[src/rv_decode_macros.svh]
/*
 * Shared constants of the RV32I decode stage: field widths, opcodes,
 * ALU and comparison function codes, immediate formats and the
 * register-file write source codes. Include wherever a code is needed.
 */
`ifndef RV_DECODE_MACROS_SVH
`define RV_DECODE_MACROS_SVH

////////////////////////////////////////////////////////////////////////////
// Widths
////////////////////////////////////////////////////////////////////////////
`define XLEN            32
`define REG_IDX_W       5
`define OPCODE_W        7
`define FUNCT3_W        3
`define FUNCT7_W        7
`define ALU_FUNC_W      3
`define CMP_FUNC_W      3
`define IMM_TYPE_W      3
`define RF_DIN_W        3

////////////////////////////////////////////////////////////////////////////
// RV32I opcodes and funct7 values
////////////////////////////////////////////////////////////////////////////
`define OPC_LUI         7'b0110111
`define OPC_AUIPC       7'b0010111
`define OPC_JAL         7'b1101111
`define OPC_JALR        7'b1100111
`define OPC_BRANCH      7'b1100011
`define OPC_LOAD        7'b0000011
`define OPC_STORE       7'b0100011
`define OPC_OP_IMM      7'b0010011
`define OPC_OP          7'b0110011
`define OPC_SYSTEM      7'b1110011

`define FUNCT7_BASE     7'b0000000
`define FUNCT7_ALT      7'b0100000      // SUB, SRA, SRAI

////////////////////////////////////////////////////////////////////////////
// Function and select codes
////////////////////////////////////////////////////////////////////////////
`define ALU_FUNC_ADD    3'd0
`define ALU_FUNC_SUB    3'd1
`define ALU_FUNC_XOR    3'd2
`define ALU_FUNC_OR     3'd3
`define ALU_FUNC_AND    3'd4
`define ALU_FUNC_SLL    3'd5
`define ALU_FUNC_SRL    3'd6
`define ALU_FUNC_SRA    3'd7

`define CMP_FUNC_EQ     3'd0
`define CMP_FUNC_NQ     3'd1
`define CMP_FUNC_LT     3'd2
`define CMP_FUNC_GE     3'd3
`define CMP_FUNC_LTU    3'd4
`define CMP_FUNC_GEU    3'd5
`define CMP_FUNC_UN     3'd6            // Unconditional

`define IMM_TYPE_I      3'd0
`define IMM_TYPE_S      3'd1
`define IMM_TYPE_B      3'd2
`define IMM_TYPE_U      3'd3
`define IMM_TYPE_J      3'd4

`define RF_DIN_IMM      3'd0
`define RF_DIN_PC4      3'd1
`define RF_DIN_ALU      3'd2
`define RF_DIN_CMP      3'd3
`define RF_DIN_MEM      3'd4
`define RF_DIN_CSR      3'd5

`endif
[src/rv_decode_pkg.sv]
/*
 * Instruction word types of the decode stage. The union lets the same
 * 32-bit word be read as R-type or as I-type fields.
 */
`default_nettype none

`include "rv_decode_macros.svh"

package rv_decode_pkg;

    typedef struct packed {
        logic [`FUNCT7_W-1:0]   funct7;
        logic [`REG_IDX_W-1:0]  rs2;
        logic [`REG_IDX_W-1:0]  rs1;
        logic [`FUNCT3_W-1:0]   funct3;
        logic [`REG_IDX_W-1:0]  rd;
        logic [`OPCODE_W-1:0]   opcode;
    } rv_r_fields_t;

    typedef struct packed {
        logic [11:0]            imm12;
        logic [`REG_IDX_W-1:0]  rs1;
        logic [`FUNCT3_W-1:0]   funct3;
        logic [`REG_IDX_W-1:0]  rd;
        logic [`OPCODE_W-1:0]   opcode;
    } rv_i_fields_t;

    typedef union packed {
        rv_r_fields_t           r;
        rv_i_fields_t           i;
    } rv_instr_u;

endpackage

`default_nettype wire

[src/rv_decode.sv]
/*
 * RV32I decode stage. Decodes one word per cycle and registers the result,
 * one cycle of latency and no back-pressure. Enables and the illegal
 * flag are low whenever valid_o is low.
 */
`default_nettype none
`timescale 1ns/100ps

`include "rv_decode_macros.svh"

module rv_decode import rv_decode_pkg::*;
(
    input  logic                    clk_i,
    input  logic                    rst_n_i,
    input  logic                    instr_valid_i,
    input  rv_instr_u               instr_i,
    output logic                    valid_o,
    output logic [`REG_IDX_W-1:0]   rd_sel_o,
    output logic [`REG_IDX_W-1:0]   rs1_sel_o,
    output logic [`REG_IDX_W-1:0]   rs2_sel_o,
    output logic [`XLEN-1:0]        imm_o,
    output logic [`FUNCT3_W-1:0]    mem_width_o,
    output logic                    illegal_instr_o,
    output logic                    jump_en_o,
    output logic [`CMP_FUNC_W-1:0]  cmp_type_o,
    output logic                    rf_we_o,
    output logic [`RF_DIN_W-1:0]    rf_din_sel_o,
    output logic                    a_op_sel_o,
    output logic                    b_op_sel_o,
    output logic                    cmp_b_op_sel_o,
    output logic [`ALU_FUNC_W-1:0]  alu_op_sel_o,
    output logic                    load_store_o,
    output logic                    mem_we_o,
    output logic                    csr_we_o
);

    ////////////////////////////////////////////////////////////////////////
    // Combinational decode
    ////////////////////////////////////////////////////////////////////////
    logic                   sys_illegal, sys_csr_we, sys_rf_we;
    logic                   dec_illegal, dec_jump_en, dec_rf_we;
    logic                   dec_a_op_sel, dec_b_op_sel, dec_cmp_b_op_sel;
    logic                   dec_load_store, dec_mem_we, dec_csr_we;
    logic [`CMP_FUNC_W-1:0] dec_cmp_type;
    logic [`RF_DIN_W-1:0]   dec_rf_din_sel;
    logic [`ALU_FUNC_W-1:0] dec_alu_op_sel;
    logic [`IMM_TYPE_W-1:0] imm_format;
    logic [`XLEN-1:0]       imm;

    rv_system_decode u_sys
    (
        .instr_i(instr_i), .sys_illegal_o(sys_illegal),
        .sys_csr_we_o(sys_csr_we), .sys_rf_we_o(sys_rf_we)
    );

    rv_ctrl_decode u_ctrl
    (
        .instr_i(instr_i), .sys_illegal_i(sys_illegal),
        .sys_csr_we_i(sys_csr_we), .sys_rf_we_i(sys_rf_we),
        .illegal_o(dec_illegal), .jump_en_o(dec_jump_en),
        .cmp_type_o(dec_cmp_type), .rf_we_o(dec_rf_we),
        .rf_din_sel_o(dec_rf_din_sel), .a_op_sel_o(dec_a_op_sel),
        .b_op_sel_o(dec_b_op_sel), .cmp_b_op_sel_o(dec_cmp_b_op_sel),
        .alu_op_sel_o(dec_alu_op_sel), .load_store_o(dec_load_store),
        .mem_we_o(dec_mem_we), .csr_we_o(dec_csr_we),
        .imm_format_o(imm_format)
    );

    rv_imm_gen u_imm
    (
        .instr_i(instr_i), .imm_format_i(imm_format), .imm_o(imm)
    );

    ////////////////////////////////////////////////////////////////////////
    // Pipeline register
    ////////////////////////////////////////////////////////////////////////
    logic illegal_q, jump_en_q, rf_we_q, mem_we_q, csr_we_q;

    always_ff @(posedge clk_i or negedge rst_n_i)
    begin
        if (!rst_n_i)
        begin
            valid_o        <= 1'b0;
            rd_sel_o       <= '0;
            rs1_sel_o      <= '0;
            rs2_sel_o      <= '0;
            imm_o          <= '0;
            mem_width_o    <= '0;
            cmp_type_o     <= '0;
            rf_din_sel_o   <= '0;
            a_op_sel_o     <= 1'b0;
            b_op_sel_o     <= 1'b0;
            cmp_b_op_sel_o <= 1'b0;
            alu_op_sel_o   <= '0;
            load_store_o   <= 1'b0;
            illegal_q      <= 1'b0;
            jump_en_q      <= 1'b0;
            rf_we_q        <= 1'b0;
            mem_we_q       <= 1'b0;
            csr_we_q       <= 1'b0;
        end
        else
        begin
            valid_o        <= instr_valid_i;
            rd_sel_o       <= instr_i.r.rd;
            rs1_sel_o      <= instr_i.r.rs1;
            rs2_sel_o      <= instr_i.r.rs2;
            imm_o          <= imm;
            mem_width_o    <= instr_i.r.funct3;    // Load/store width
            cmp_type_o     <= dec_cmp_type;
            rf_din_sel_o   <= dec_rf_din_sel;
            a_op_sel_o     <= dec_a_op_sel;
            b_op_sel_o     <= dec_b_op_sel;
            cmp_b_op_sel_o <= dec_cmp_b_op_sel;
            alu_op_sel_o   <= dec_alu_op_sel;
            load_store_o   <= dec_load_store;
            illegal_q      <= dec_illegal;
            jump_en_q      <= dec_jump_en;
            rf_we_q        <= dec_rf_we;
            mem_we_q       <= dec_mem_we;
            csr_we_q       <= dec_csr_we;
        end
    end

    // Bubble when valid is low
    assign illegal_instr_o = valid_o & illegal_q;
    assign jump_en_o       = valid_o & jump_en_q;
    assign rf_we_o         = valid_o & rf_we_q;
    assign mem_we_o        = valid_o & mem_we_q;
    assign csr_we_o        = valid_o & csr_we_q;

endmodule

`default_nettype wire

[src/rv_ctrl_decode.sv]
/*
 * Main opcode decode. Turns an RV32I word into the control word for the
 * execute stage and picks the immediate format. SYSTEM words take their
 * results from the SYSTEM decoder.
 */
`default_nettype none
`timescale 1ns/100ps

`include "rv_decode_macros.svh"

module rv_ctrl_decode import rv_decode_pkg::*;
(
    input  rv_instr_u               instr_i,
    input  logic                    sys_illegal_i,
    input  logic                    sys_csr_we_i,
    input  logic                    sys_rf_we_i,
    output logic                    illegal_o,
    output logic                    jump_en_o,
    output logic [`CMP_FUNC_W-1:0]  cmp_type_o,
    output logic                    rf_we_o,
    output logic [`RF_DIN_W-1:0]    rf_din_sel_o,
    output logic                    a_op_sel_o,     // 1 selects PC
    output logic                    b_op_sel_o,     // 1 selects immediate
    output logic                    cmp_b_op_sel_o,
    output logic [`ALU_FUNC_W-1:0]  alu_op_sel_o,
    output logic                    load_store_o,
    output logic                    mem_we_o,
    output logic                    csr_we_o,
    output logic [`IMM_TYPE_W-1:0]  imm_format_o
);

    logic [`OPCODE_W-1:0] opc;
    logic [`FUNCT3_W-1:0] f3;
    logic [`FUNCT7_W-1:0] f7;
    logic                 is_imm;
    logic                 alt;

    assign opc    = instr_i.r.opcode;
    assign f3     = instr_i.r.funct3;
    assign f7     = instr_i.r.funct7;
    assign is_imm = (opc == `OPC_OP_IMM);
    assign alt    = (f7 == `FUNCT7_ALT);

    always_comb
    begin
        illegal_o      = 1'b0;
        jump_en_o      = 1'b0;
        cmp_type_o     = `CMP_FUNC_UN;
        rf_we_o        = 1'b0;
        rf_din_sel_o   = `RF_DIN_IMM;
        a_op_sel_o     = 1'b0;
        b_op_sel_o     = 1'b0;
        cmp_b_op_sel_o = 1'b0;
        alu_op_sel_o   = `ALU_FUNC_ADD;
        load_store_o   = 1'b0;
        mem_we_o       = 1'b0;
        csr_we_o       = 1'b0;
        imm_format_o   = `IMM_TYPE_I;

        case (opc)
            `OPC_LUI:
            begin
                rf_we_o      = 1'b1;
                imm_format_o = `IMM_TYPE_U;
            end
            `OPC_AUIPC, `OPC_JAL:
            begin
                rf_we_o      = 1'b1;
                rf_din_sel_o = (opc == `OPC_JAL) ? `RF_DIN_PC4 : `RF_DIN_ALU;
                jump_en_o    = (opc == `OPC_JAL);
                a_op_sel_o   = 1'b1;
                b_op_sel_o   = 1'b1;
                imm_format_o = (opc == `OPC_JAL) ? `IMM_TYPE_J : `IMM_TYPE_U;
            end
            `OPC_JALR:
            begin
                illegal_o    = (f3 != 3'b000);
                jump_en_o    = 1'b1;
                rf_we_o      = 1'b1;
                rf_din_sel_o = `RF_DIN_PC4;
                b_op_sel_o   = 1'b1;
            end
            `OPC_BRANCH:
            begin
                jump_en_o    = 1'b1;
                a_op_sel_o   = 1'b1;    // Target is PC + imm
                b_op_sel_o   = 1'b1;
                imm_format_o = `IMM_TYPE_B;
                case (f3)
                    3'b000:  cmp_type_o = `CMP_FUNC_EQ;
                    3'b001:  cmp_type_o = `CMP_FUNC_NQ;
                    3'b100:  cmp_type_o = `CMP_FUNC_LT;
                    3'b101:  cmp_type_o = `CMP_FUNC_GE;
                    3'b110:  cmp_type_o = `CMP_FUNC_LTU;
                    3'b111:  cmp_type_o = `CMP_FUNC_GEU;
                    default: illegal_o  = 1'b1;
                endcase
            end
            `OPC_LOAD:
            begin
                illegal_o    = (f3 == 3'b011) || (f3[2:1] == 2'b11);
                rf_we_o      = 1'b1;
                rf_din_sel_o = `RF_DIN_MEM;
                b_op_sel_o   = 1'b1;
                load_store_o = 1'b1;
            end
            `OPC_STORE:
            begin
                illegal_o    = f3[2] || (f3[1:0] == 2'b11);
                b_op_sel_o   = 1'b1;
                load_store_o = 1'b1;
                mem_we_o     = 1'b1;
                imm_format_o = `IMM_TYPE_S;
            end
            `OPC_OP_IMM, `OPC_OP:
            begin
                rf_we_o      = 1'b1;
                rf_din_sel_o = `RF_DIN_ALU;
                b_op_sel_o   = is_imm;
                case (f3)
                    3'b000:  alu_op_sel_o = (alt && !is_imm) ? `ALU_FUNC_SUB : `ALU_FUNC_ADD;
                    3'b001:  alu_op_sel_o = `ALU_FUNC_SLL;
                    3'b010, 3'b011:
                    begin
                        // SLT(I) and SLT(I)U go through the comparator
                        cmp_type_o     = f3[0] ? `CMP_FUNC_LTU : `CMP_FUNC_LT;
                        rf_din_sel_o   = `RF_DIN_CMP;
                        cmp_b_op_sel_o = is_imm;
                    end
                    3'b100:  alu_op_sel_o = `ALU_FUNC_XOR;
                    3'b101:  alu_op_sel_o = alt ? `ALU_FUNC_SRA : `ALU_FUNC_SRL;
                    3'b110:  alu_op_sel_o = `ALU_FUNC_OR;
                    default: alu_op_sel_o = `ALU_FUNC_AND;
                endcase
                // funct7 only matters for OP and the shift immediates
                if (!is_imm || f3 == 3'b001 || f3 == 3'b101)
                    illegal_o = !((f7 == `FUNCT7_BASE)
                                  || (alt && (f3 == 3'b000 || f3 == 3'b101)));
            end
            `OPC_SYSTEM:
            begin
                illegal_o    = sys_illegal_i;
                csr_we_o     = sys_csr_we_i;
                rf_we_o      = sys_rf_we_i;
                rf_din_sel_o = `RF_DIN_CSR;
            end
            default:
                illegal_o = 1'b1;
        endcase

        // Nothing may write or jump on an illegal word
        if (illegal_o)
        begin
            jump_en_o = 1'b0;
            rf_we_o   = 1'b0;
            mem_we_o  = 1'b0;
            csr_we_o  = 1'b0;
        end
    end

endmodule

`default_nettype wire

[src/rv_system_decode.sv]
/*
 * SYSTEM branch of the decoder. Looks only at the fields of the word;
 * the caller qualifies the results with the SYSTEM opcode.
 */
`default_nettype none
`timescale 1ns/100ps

module rv_system_decode import rv_decode_pkg::*;
(
    input  rv_instr_u   instr_i,
    output logic        sys_illegal_o,
    output logic        sys_csr_we_o,
    output logic        sys_rf_we_o
);

    logic priv_word;
    logic rd_nonzero;

    // rd, rs1 and funct3 all zero: ECALL, EBREAK, MRET, WFI or unknown
    assign priv_word  = (instr_i.i.rd == '0) && (instr_i.i.rs1 == '0)
                        && (instr_i.i.funct3 == '0);
    assign rd_nonzero = (instr_i.i.rd != '0);

    always_comb
    begin
        sys_illegal_o = 1'b0;
        sys_csr_we_o  = 1'b0;
        sys_rf_we_o   = 1'b0;

        if (priv_word)
        begin
            sys_illegal_o = 1'b1;   // No trap support in this core
        end
        else
        begin
            case (instr_i.i.funct3)
                3'b001, 3'b010, 3'b011,
                3'b101, 3'b110, 3'b111:
                begin
                    // CSRRW/S/C and immediate forms
                    sys_csr_we_o = 1'b1;
                    sys_rf_we_o  = rd_nonzero;
                end
                default:
                    sys_illegal_o = 1'b1;
            endcase
        end
    end

endmodule

`default_nettype wire

[src/rv_imm_gen.sv]
/*
 * Immediate generator. Rebuilds the sign-extended 32-bit immediate of an
 * I, S, B, U or J format word; other format codes give zero.
 */
`default_nettype none
`timescale 1ns/100ps

`include "rv_decode_macros.svh"

module rv_imm_gen import rv_decode_pkg::*;
(
    input  rv_instr_u               instr_i,
    input  logic [`IMM_TYPE_W-1:0]  imm_format_i,
    output logic [`XLEN-1:0]        imm_o
);

    rv_r_fields_t f;
    logic         sign;

    assign f    = instr_i.r;
    assign sign = f.funct7[6];      // Bit 31 of the word

    always_comb
    begin
        case (imm_format_i)
            `IMM_TYPE_I:
                imm_o = {{20{sign}}, instr_i.i.imm12};
            `IMM_TYPE_S:
                imm_o = {{20{sign}}, f.funct7, f.rd};
            `IMM_TYPE_B:
                imm_o = {{20{sign}}, f.rd[0], f.funct7[5:0], f.rd[4:1], 1'b0};
            `IMM_TYPE_U:
                imm_o = {f.funct7, f.rs2, f.rs1, f.funct3, 12'd0};
            `IMM_TYPE_J:
            begin
                // imm[19:12] sits in rs1/funct3, imm[11] in rs2[0]
                imm_o = {{12{sign}}, f.rs1, f.funct3, f.rs2[0],
                         f.funct7[5:0], f.rs2[4:1], 1'b0};
            end
            default:
                imm_o = '0;
        endcase
    end

endmodule

`default_nettype wire

[config.mk]
export PLATFORM = sky130hd
export DESIGN_NAME = rv_decode
export DESIGN_NICKNAME = d
export VERILOG_FILES = /design/src/rv_decode_pkg.sv /design/src/rv_decode.sv /design/src/rv_ctrl_decode.sv /design/src/rv_system_decode.sv /design/src/rv_imm_gen.sv
export VERILOG_INCLUDE_DIRS = /design/src
export SDC_FILE = /design/constraint.sdc
export NUM_CORES = 1
export LEC_CHECK = 0
export BUFFER_PORTS_ARGS = -buffer_cell sky130_fd_sc_hd__buf_4
export CAP_MARGIN = 25
export CELL_PAD_IN_SITES_DETAIL_PLACEMENT = 0
export CELL_PAD_IN_SITES_GLOBAL_PLACEMENT = 1
export CORE_MARGIN = 10
export CORE_UTILIZATION = 41
export CTS_BUF_LIST = sky130_fd_sc_hd__clkbuf_8
export CTS_CLUSTER_DIAMETER = 120
export CTS_CLUSTER_SIZE = 24
export DETAILED_ROUTE_END_ITERATION = 12
export PLACE_DENSITY = 0.86
export RECOVER_POWER = 50
export SYNTH_ARGS = -nofsm -noshare
export SYNTH_HDL_FRONTEND = slang
export SYNTH_SLANG_ARGS = --single-unit
[constraint.sdc]
create_clock -name clk_i -period 1 [get_ports clk_i]
set_input_delay 0.05 -clock clk_i [delete_from_list [all_inputs] [get_ports clk_i]]
set_output_delay 0.05 -clock clk_i [all_outputs]
set_load 0.05 [all_outputs]
# Word-level counts from Yosys, hierarchy flattened
# Index checks and enable logic that the tools add are counted.
[totals]
ff_bits = 69
elab_cells = 113
input_bits = 35
[op_classes]
n_eq_ne = 24
bitwise = 5
n_reduce_logical = 30
mux = 36
[op_table]
columns = ["operator", "count"]
rows = [
  ["one-hot mux 32 bit (5 select lines)", 1],
  ["one-hot mux 3 bit (6 select lines)", 2],
  ["equality test 7 x 6 -> 1 bit (second input constant)", 4],
  ["equality test 7 bit (second input constant)", 4],
  ["2-to-1 mux 1 bit", 21],
  ["OR reduction 6 bit", 3],
  ["equality test 3 bit (second input constant)", 5],
  ["one-hot mux 3 bit (5 select lines)", 1],
  ["equality test 7 x 5 -> 1 bit (second input constant)", 2],
  ["equality test 3 x 2 -> 1 bit (second input constant)", 4],
  ["2-to-1 mux 3 bit", 4],
  ["one-hot mux 3 bit (4 select lines)", 1],
  ["logical NOT 5 bit", 2],
  ["OR reduction 2 bit", 5],
  ["equality test 7 x 2 -> 1 bit (second input constant)", 1],
  ["logical NOT 7 bit", 1],
  ["one-hot mux 1 bit (7 select lines)", 1],
  ["OR reduction 7 bit", 1],
  ["equality test 3 x 1 -> 1 bit (second input constant)", 2],
  ["logical NOT 3 bit", 2],
  ["logical OR 1 bit", 6],
  ["one-hot mux 1 bit (2 select lines)", 3],
  ["one-hot mux 3 bit (2 select lines)", 1],
  ["OR reduction 3 bit", 2],
  ["other kinds (7)", 16],
]

# Longest topological paths before layout
# Gate-level depths: netlist (run 1).
[logic_depth]
depth_word = 8
depth_mapped = 7
depth_no_buf = 5

# Hierarchy
# A second synthesis (run 1) with hierarchy kept.
[hier_totals]
cells_unflattened = 269
hier_area_um2 = 2872.8
[by_module_without_submodules]
columns = ["mod", "cells_per_inst", "seq_area_each_um2", "n_inst", "area_per_inst_um2"]
rows = [
  ["rv_decode", 74, 1726.7, 1, 1757.9],
  ["rv_ctrl_decode", 96, 0.0, 1, 545.5],
  ["rv_imm_gen", 94, 0.0, 1, 540.5],
  ["rv_system_decode", 5, 0.0, 1, 28.8],
]

# Worst setup path before layout (run 1)
# OpenSTA, ideal clock, no wires.
[synth_timing]
path_kind = "input to register"
from = "input instr_i[3] in the netlist's numbering"
to = "register mem_we_q"
path_buffers = 2
path_stages = 6
slack_ns = -0.376
arrival_time_ns = 1.256
setup_ns = 0.120
required_ns = 0.880
path_cell_list = "buf_6 > or4_1 > buf_2 > a221oi_2 > nor2_1 > and3_1"
[synth_between]
elab_chain_cells = 7
word_cells_on_any_way = 19
classes_between = "10 x eq/ne; 4 x mux; 5 x reduce/logical"
[synth_rtl]
columns = ["item", "line_no", "source"]
rows = [
  ["start, declared", "rv_decode.sv:16", "input rv_instr_u instr_i,"],
  ["equality test 7 x 5 -> 1 bit", "rv_ctrl_decode.sv:60", "case (opc)"],
  ["logical NOT 1 bit", "rv_ctrl_decode.sv:136", "if (!is_imm || f3 == 3'b001 || f3 == 3'b101)"],
  ["logical OR 1 bit (2 in series)", "rv_ctrl_decode.sv:136", ""],
  ["2-to-1 mux 1 bit", "rv_ctrl_decode.sv:136", ""],
  ["one-hot mux 1 bit (7 select lines)", "rv_ctrl_decode.sv:60", ""],
  ["2-to-1 mux 1 bit *", "rv_ctrl_decode.sv:152", "if (illegal_o)"],
  ["via dec_mem_we", "rv_decode.sv:43", "logic dec_load_store, dec_mem_we, dec_csr_we;"],
  ["end signal, assigned", "rv_decode.sv:120", "mem_we_q <= dec_mem_we;"],
  ["end, declared", "rv_decode.sv:77", "logic illegal_q, jump_en_q, rf_we_q, mem_we_q, csr_we_q;"],
]
# Mark *: on every way through the listed nets, which the timed path passes. The rest lies on a longest branch.

# Worst setup path in the final report (run 1)
[layout_timing]
from = "register valid_o"
to = "output csr_we_o"
[layout_between]
elab_chain_cells = 1
[layout_rtl]
columns = ["item", "line_no", "source"]
rows = [
  ["start, declared", "rv_decode.sv:17", "output logic valid_o,"],
  ["start signal, assigned", "rv_decode.sv:104", "valid_o <= instr_valid_i;"],
  ["bitwise AND 1 bit", "rv_decode.sv:130", "assign csr_we_o = valid_o & csr_we_q;"],
  ["end, declared", "rv_decode.sv:34", "output logic csr_we_o"],
]
# Every way passes these cells.

==> results of run 1 <==
## layer usage
| metal | track usage [%] | vias to the layer above |
|---|---|---|
| met5 | 0 | - |
| met4 | 7.17 | 0 |
| met3 | 6.09 | 15 |
| met2 | 29.7 | 90 |
| met1 | 18.5 | 1169 |
| li1 | - | 1126 |
## worst max-delay path: stages (launching register included)
cell and delay [ps]:
dfrtp_2 440, and2_4 150, buf_8 140
## final cells by class
| type | instances | share of cell area (%) |
|---|---|---|
| Sequential cell | 69 | 38.1 |
| Clock inverter | 7 | 2.01 |
| Clock buffer | 9 | 2.73 |
| Timing Repair Buffer | 192 | 33.7 |
| Multi-Input combinational cell | 128 | 21.1 |
| Tap cell | 75 | 2.07 |
| Inverter | 4 | 0.331 |
## metrics by stage
stage	setup TNS, ps	std cells	setup WS, ps	area [µm²]
after floorplan	-6050	215	-355	2660
after global placement	-14030	437	-508	3890
after detailed placement	-14250	437	-512	3890
after CTS	-890	483	-127	4520
after global routing	-2620	484	-155	4540
final	-762	484	-116	4540
## power by group through the flow
stage	Combinational [mW]	Sequential, mW	Clock, mW
6_report	1.40	2.95	2.42
5_1_grt	1.48	2.96	2.57
3_5_place_dp	1.28	3.00	0
2_1_floorplan	0.232	3.43	0
3_3_place_gp	1.27	3.00	0
4_1_cts	1.40	2.95	2.45
## cells by family after synthesis
| logic type | Yosys count | share of synthesized area, % |
|---|---|---|
| simple gates | 75 | 15.5 |
| buf+inv | 18 | 3.13 |
| compound gates | 52 | 14.7 |
| xor+xnor | 1 | 0.337 |
| flops | 69 | 66.4 |
## state kept, by name, indices dropped and copies added, names as in the netlist
register	flops
rf_din_sel_o	3
jump_en_q	1
cmp_type_o	3
rs1_sel_o	5
valid_o	1
rf_we_q	1
rs2_sel_o	5
mem_we_q	1
alu_op_sel_o	3
rd_sel_o	5
csr_we_q	1
a_op_sel_o	1
load_store_o	1
mem_width_o	3
imm_o	32
illegal_q	1
cmp_b_op_sel_o	1
b_op_sel_o	1
## repair_timing
item | in CTS | in global routing
pin swaps | 15 | 10
resized for setup | 37 | 17
endpoints found under the hold margin | 106 | 0
endpoints found under the setup margin | 33 | 26
setup buffers | 7 | 1
hold buffers | 23 | 0
## path summary, 6_finish.rpt
check                             from       endpoint  slack, ps  depth (start not counted)
min in group asynchronous      rst_n_i  cmp_type_o[2]        350                          3
hold / removal             instr_i[29]      imm_o[29]          6                          3
setup / recovery               valid_o       csr_we_o       -120                          2
max in group asynchronous      rst_n_i        valid_o        190                          3
## layout by cell type, fill, tap and decap left out, types with 3 or more instances in the layout
cell type      Yosys  final
dlygate4sd3_1      0     23
buf_6              1      8
clkbuf_8           0      9
buf_4              0    133
nor3_4             0      3
inv_1              4      5
clkbuf_1           8     14
nor3_1             8      4
nand2_1           13     11
a21o_1            20     20
nor2b_1            9      8
nand2b_1           4      3
a22o_1             5      5
o21ai_0            7      5
nor2_4             0      3
and2_4             0      5
nand3_1            4      3
clkbuf_4           0      7
dfrtp_1           69     68
or4_4              0      3
a21oi_1            6      6
buf_8              0      7
nor2_1            17     13
==> impl_metrics.tcl, run 1 <==
set metrics [dict create \
    status "finished, violations left" \
    failed_checks "setup timing" \
    power.internal_mw 4.84 \
    clkPwrFrac_pct 35.8 \
    synth_top_area_share_pct 66.4 \
    cp-end-kind "output port" \
    power_frac_seq_pct 43.6 \
    multi_input_area_um2 958 \
    synth_area_um2 2600 \
    fin_hold_ws_ps 6.45 \
    grtUsageTotal_pct 17.1 \
    highest_layer "met4" \
    drive_gt1_share_pct 49.4 \
    finalCritPeriodShare_pct 112 \
    yosys.area.top_type "dfrtp_1" \
    drtIter0Drc 65 \
    ys_seq_area_share_pct 66.4 \
    power.static_leakage_nw 2.25 \
    root_buffer "clkbuf_8" \
    core_um2 6030 \
    ff_latch_area_um2 1730 \
    htreeDepth 3 \
    p_total_mw 6.77 \
    avgSynthCellArea_um2 12.1 \
    ir_drop_mv 1.04 \
    routed_wl_um 8540 \
    timing.final.ws_setup_ps -116 \
    synth-seq-cells 69 \
    period_needed_ps 1120 \
    synth_edf_count 0 \
    finalWeightedCongestion 0.925 \
    ys_top_cells_by_area "dfrtp_1 66%, a21o_1 5.8%, nor2_1 2.5%, nor2b_1 2.2%, nand2_1 1.9%" \
    numCtsBuffers 9 \
    drt-met1-wl_um 3300 \
    port_buffers 103 \
    synth.distinct_cells 39 \
    setup_viol 17 \
    area_growth_pct 74.5 \
    cp_max_fo 6 \
    ios 104 \
    fillers 445 \
    syn_nets 250 \
    numClockSinks 69 \
    cts_tree "yes" \
    first_global_vias 2557 \
    hold_violations 0 \
    start_util_pct 43.2 \
    grt_max_degree 70 \
    grt_setup_unrepaired "yes" \
    hold_class "input port to register" \
    synthArstFlopShare_pct 100 \
    worstPathArrival_ps 1070 \
    drtAntennaViolNets 0 \
    grt_first_pass_wirelength_um 13300 \
    clock.fmax_ghz 0.896 \
    final_util_pct 75.3 \
    grt_antenna_before_repair 0 \
    grt-ovfl-total 0 \
    yosysWarnings 0 \
    route.detailed.drc 0 \
    powerDensity_nw_per_um2 1490 \
    route.vias.total 2400 \
    hpwl_um 5960 \
    worst_slew_pin_slew_ps 612 \
    num_rows 28 \
    cap_viol_max_count 0 \
    synth_cells 215 \
    slew_violations 0 \
    fin_nets 439 \
    yosysMostFrequentCell "dfrtp_1" \
    dr_wl_met2_um 4400 \
    p_sw_mw 1.93 \
    path_class "register to output port" \
    viasPerCell 4.96 \
    cp.required_ps 950 \
    drtPass1Iterations 5 \
    num_antenna_cells 0 \
    drt-wirelength-per-cell_um 17.6 \
    die_width_um 99.7 \
    ys.flop_type "dfrtp_1" \
    die_area_um2 9930 \
    slew_headroom_pct 59.2 \
    power.combinational.fraction_pct 20.6 \
    synth_commonest_cells "69 x dfrtp_1, 20 x a21o_1, 17 x nor2_1, 13 x nand2_1, 9 x nor2b_1" \
    path_clk_slew_ps 80 \
    wl_met3_um 670 \
    clockBufferDepth 2 \
    die-height_um 99.7 \
    switching_share_pct 28.5 \
    cp-start-kind "register" \
]
Power figures use the tool's default switching activity.
==> run 2: changes to the inputs <==
- BUFFER_PORTS_ARGS: -buffer_cell sky130_fd_sc_hd__buf_4 -> not set
- CORE_UTILIZATION: 41 -> 49
- DONT_BUFFER_PORTS: not set -> 1
- PLACE_DENSITY: 0.86 -> 0.79
- TNS_END_PERCENT: not set -> 30
- clock period: 1 -> 1.2 ns (I/O delays scaled with it)
==> impl_metrics.tcl, run 2 (synthesis results as in run 1) <==
set metrics [dict create \
    drt-wirelength-per-cell_um 20.9 \
    slew_headroom_pct 48.1 \
    path_class "input port to register" \
    powerDensity_nw_per_um2 1480 \
    largest-register "imm_o" \
    slowest_stage "dlygate4sd3_1" \
    largest_reg_flops 32 \
    period_needed_ps 1190 \
    slowest_delay_ps 560 \
    finalWeightedCongestion 0.854 \
    cp-start-kind "input port" \
    multi_input_area_um2 811 \
    clockBufferDepth 2 \
    drive_gt1_share_pct 15.8 \
    finalCritPeriodShare_pct 99.2 \
    ios 104 \
    viasPerCell 5.50 \
    power.internal_mw 3.62 \
    ir_drop_mv 1.07 \
    clock.fmax_ghz 0.840 \
    grt_max_degree 70 \
    path_clk_slew_ps 80 \
    drtPass1Iterations 4 \
    clkPwrFrac_pct 37.5 \
    slew_violations 0 \
    cp_max_fo 9 \
    root_buffer "clkbuf_8" \
    path_depth 7 \
    cp_top_family "buffers and inverters" \
    grtUsageTotal_pct 17.2 \
    final_cell_mix "69 x dfrtp_1, 35 x dlygate4sd3_1, 20 x a21o_1" \
    grt-ovfl-total 0 \
    p_sw_mw 1.43 \
    core_um2 5140 \
    numClockSinks 69 \
    die-height_um 92.9 \
    die_area_um2 8620 \
    setup_viol 0 \
    power.static_leakage_nw 1.57 \
    timing.final.ws_setup_ps 9.02 \
    worst_slew_pin_slew_ps 777 \
    startpoint "instr_i[3]" \
    worstPathCellList "nor2_2 > nand3_2 > nor3_2 > buf_4 > nand3b_1 > dlygate4sd3_1 > o21ai_0" \
    fin_hold_ws_ps -581 \
    crit_buf_inv 2 \
    drtIter0Drc 243 \
    cap_viol_max_count 0 \
    failed_checks "hold timing" \
    p_total_mw 5.05 \
    hold_violations 77 \
    fillers 398 \
    cts_tree "yes" \
    cts_setup_buffers 0 \
    route.detailed.drc 0 \
    start_util_pct 50.6 \
    area_growth_pct 31.3 \
    first_global_vias 2050 \
    grt_setup_unrepaired "yes" \
    fin_nets 302 \
    drtAntennaViolNets 0 \
    num_rows 26 \
    hpwl_um 4780 \
    htreeDepth 3 \
    worstPathArrival_ps 1430 \
    final_common_cell "dfrtp_1" \
    grt_first_pass_wirelength_um 11700 \
    power_frac_seq_pct 56.1 \
    ff_latch_area_um2 1730 \
    cp-end-kind "register" \
    dp_slack_ps -185 \
    routed_wl_um 7150 \
    num_antenna_cells 0 \
    hold_class "input port to asynchronous set/reset pin" \
    status "finished, violations left" \
    die_width_um 92.9 \
    power.combinational.fraction_pct 6.4 \
    port_buffers 0 \
    route.vias.total 1882 \
    switching_share_pct 28.3 \
    grt_antenna_before_repair 0 \
    cts_hold_buffers 37 \
    numCtsBuffers 9 \
    cp.required_ps 1440 \
]
[run 2: worst paths after layout]
| path | endpoint | slack, ps |
|---|---|---|
| setup / recovery | imm_o[0] | 9 |
| min in group clk_i | mem_width_o[1] | -240 |
| max in group asynchronous | rf_din_sel_o[0] | 1660 |
| hold / removal | imm_o[23] | -580 |
[run 2: through the flow]
step | instance area, µm² | TNS, ps | util, % | hold slack (ps) | instances
detailed placement | 2840 | -1460 | 55.2 | -232 | 289
finish | 3420 | 0 | 66.5 | -581 | 342
floorplan | 2630 | -1610 | - | -236 | 215
global placement | 2840 | -901 | 55.2 | -232 | 289
CTS | 3410 | 0 | 66.4 | -600 | 342
global route | 3420 | -108 | 66.5 | -609 | 342
[run 2: final cells by class]
cell class,instances,share of cell area (%)
sequential,69,50.5
multi-input combinational,128,23.7
timing repair buffer,55,16.6
clock buffer,10,4.03
tap,70,2.56
clock inverter,6,2.05
inverter,4,0.440
[run 2: power by group through the flow]
stage                     Sequential [mW]  Combinational, mW  Clock, mW
final                                2.83              0.324       1.89
after CTS                            2.84              0.320       1.92
after global routing                 2.84              0.355       2.04
after detailed placement             2.88              0.214          0
after floorplan                      2.86              0.189          0
after global placement               2.88              0.207          0
[run 2: per-layer routing]
metal	global-route usage, %	part of all wire, %
met1	18.3	36
met2	28.4	51
met3	9.20	12
met4	6.17	1.5
met5	0	0
[run 2: what timing repair did]
action / 4_1_cts / 5_1_grt
setup endpoints to repair: 0 / 9
hold endpoints to repair: 135 / 76
gates resized for setup: 0 / 4
==> run 3: changes to the inputs <==
- PLACE_DENSITY: 0.79 -> 0.89
==> impl_metrics.tcl, run 3 (synthesis results as in run 1) <==
set metrics [dict create \
    period_needed_ps 1180 \
    fin_nets 304 \
    hold_class "input port to asynchronous set/reset pin" \
    num_antenna_cells 0 \
    hold_violations 69 \
    post-place-cells 291 \
    status "finished, violations left" \
    grt_use_met1_pct 17.0 \
    grt-ovfl-total 0 \
    failed_checks "hold timing" \
    cp_max_fo 10 \
    grt_first_pass_wirelength_um 11100 \
    path_clk_slew_ps 70 \
    fillers 421 \
    finalCritPeriodShare_pct 98.1 \
    power.static_leakage_nw 1.60 \
    worst_slew_pin_slew_ps 800 \
    final_common_cell "dfrtp_1" \
    cap_viol_max_count 0 \
    worstPathArrival_ps 1440 \
    final_util_pct 65.9 \
    drive_gt1_share_pct 15.3 \
    use_met3_pct 8.80 \
    path_class "input port to register" \
    route.vias.total 1900 \
    fin_cells 344 \
    fin_hold_ws_ps -587 \
    root_buffer "clkbuf_8" \
    die-height_um 92.9 \
    hpwl_um 4820 \
    drtAntennaViolNets 0 \
    htreeDepth 3 \
    slew_headroom_pct 46.6 \
    cts_setup_buffers 0 \
    ios 104 \
    cts_tree "yes" \
    finalWeightedCongestion 0.862 \
    p_total_mw 4.76 \
    core_um2 5140 \
    die_width_um 92.9 \
    grt_antenna_before_repair 0 \
    grtUsageTotal_pct 16.9 \
    grt_max_degree 70 \
    cp-end-kind "register" \
    setup-tns-final_ps 0 \
    port_buffers 0 \
    viasPerCell 5.52 \
    start_util_pct 50.6 \
    area_growth_pct 30.2 \
    largest_reg_flops 32 \
    cp.required_ps 1470 \
    largest-register "imm_o" \
    drtPass1Iterations 4 \
    busiest_layer "met2" \
    routed_wl_um 7250 \
    num_rows 26 \
    use_met2_pct 28.9 \
    drtIter0Drc 70 \
    setup_viol 0 \
    numClockSinks 69 \
    cp-start-kind "input port" \
    drt-wirelength-per-cell_um 21.1 \
    clockBufferDepth 2 \
    final_cell_mix "69 x dfrtp_1, 32 x dlygate4sd3_1, 20 x a21o_1" \
    ir_drop_mv 0.839 \
    slew_violations 0 \
    grt_setup_unrepaired "yes" \
    route.detailed.drc 0 \
    numCtsBuffers 9 \
    first_global_vias 1976 \
    powerDensity_nw_per_um2 1410 \
    clock.fmax_ghz 0.849 \
    die_area_um2 8620 \
]
-- run 3: worst paths after layout --
| kind | start | depth (start not counted) | slack [ps] | to |
|---|---|---|---|---|
| worst max-delay path | instr_i[13] | 6 | 20 | mem_we_q |
| worst min-delay path | rst_n_i | 0 | -590 | alu_op_sel_o[1] |
| min in group clk_i | instr_i[13] | 3 | 10 | alu_op_sel_o[0] |
| max in group asynchronous | rst_n_i | 0 | 1690 | csr_we_q |
-- run 3: per-stage QoR --
stage               hold slack, ps  instance area, µm²  setup WS, ps
floorplan                     -236                2630          -166
global placement              -233                2850          -158
detailed placement            -233                2850          -168
CTS                           -605                3380          1.73
global route                  -612                3390         -30.2
finish                        -587                3390          22.2
-- run 3: critical path: stages --
cell and delay [ps]:
dlygate4sd3_1 630, nand2_1 160, nand2_1 70, a22o_1 200, nor2_2 150, and3_1 170
-- run 3: routing by layer --
layer / part of all wire [%] / vias to the layer above
li1: - / 860
met1: 37 / 954
met2: 51 / 77
met3: 11 / 9
met4: 1.3 / 0
met5: 0 / -
-- run 3: layout make-up --
cell class,instances,area [µm²],area share (%)
Clock inverter,7,42.5,1.26
Inverter,4,15.0,0.443
Multi-Input combinational cell,128,801,23.7
Clock buffer,9,124,3.66
Sequential cell,69,1730,51.0
Tap cell,70,87.6,2.59
Timing Repair Buffer,57,589,17.4
-- run 3: repair_timing --
action	CTS	global route
endpoints found under the setup margin	0	13
endpoints found under the hold margin	136	75
resized for setup	0	7
hold buffers	36	1
-- run 3: power by group --
| part | switching [mW] | total (mW) | internal (mW) | leakage, nW |
|---|---|---|---|---|
| logic | 0.159 | 0.338 | 0.179 | 0.678 |
| registers | 0.413 | 2.83 | 2.42 | 0.831 |
| clock network | 0.856 | 1.59 | 0.737 | 0.0866 |
| total | 1.43 | 4.76 | 3.34 | 1.60 |
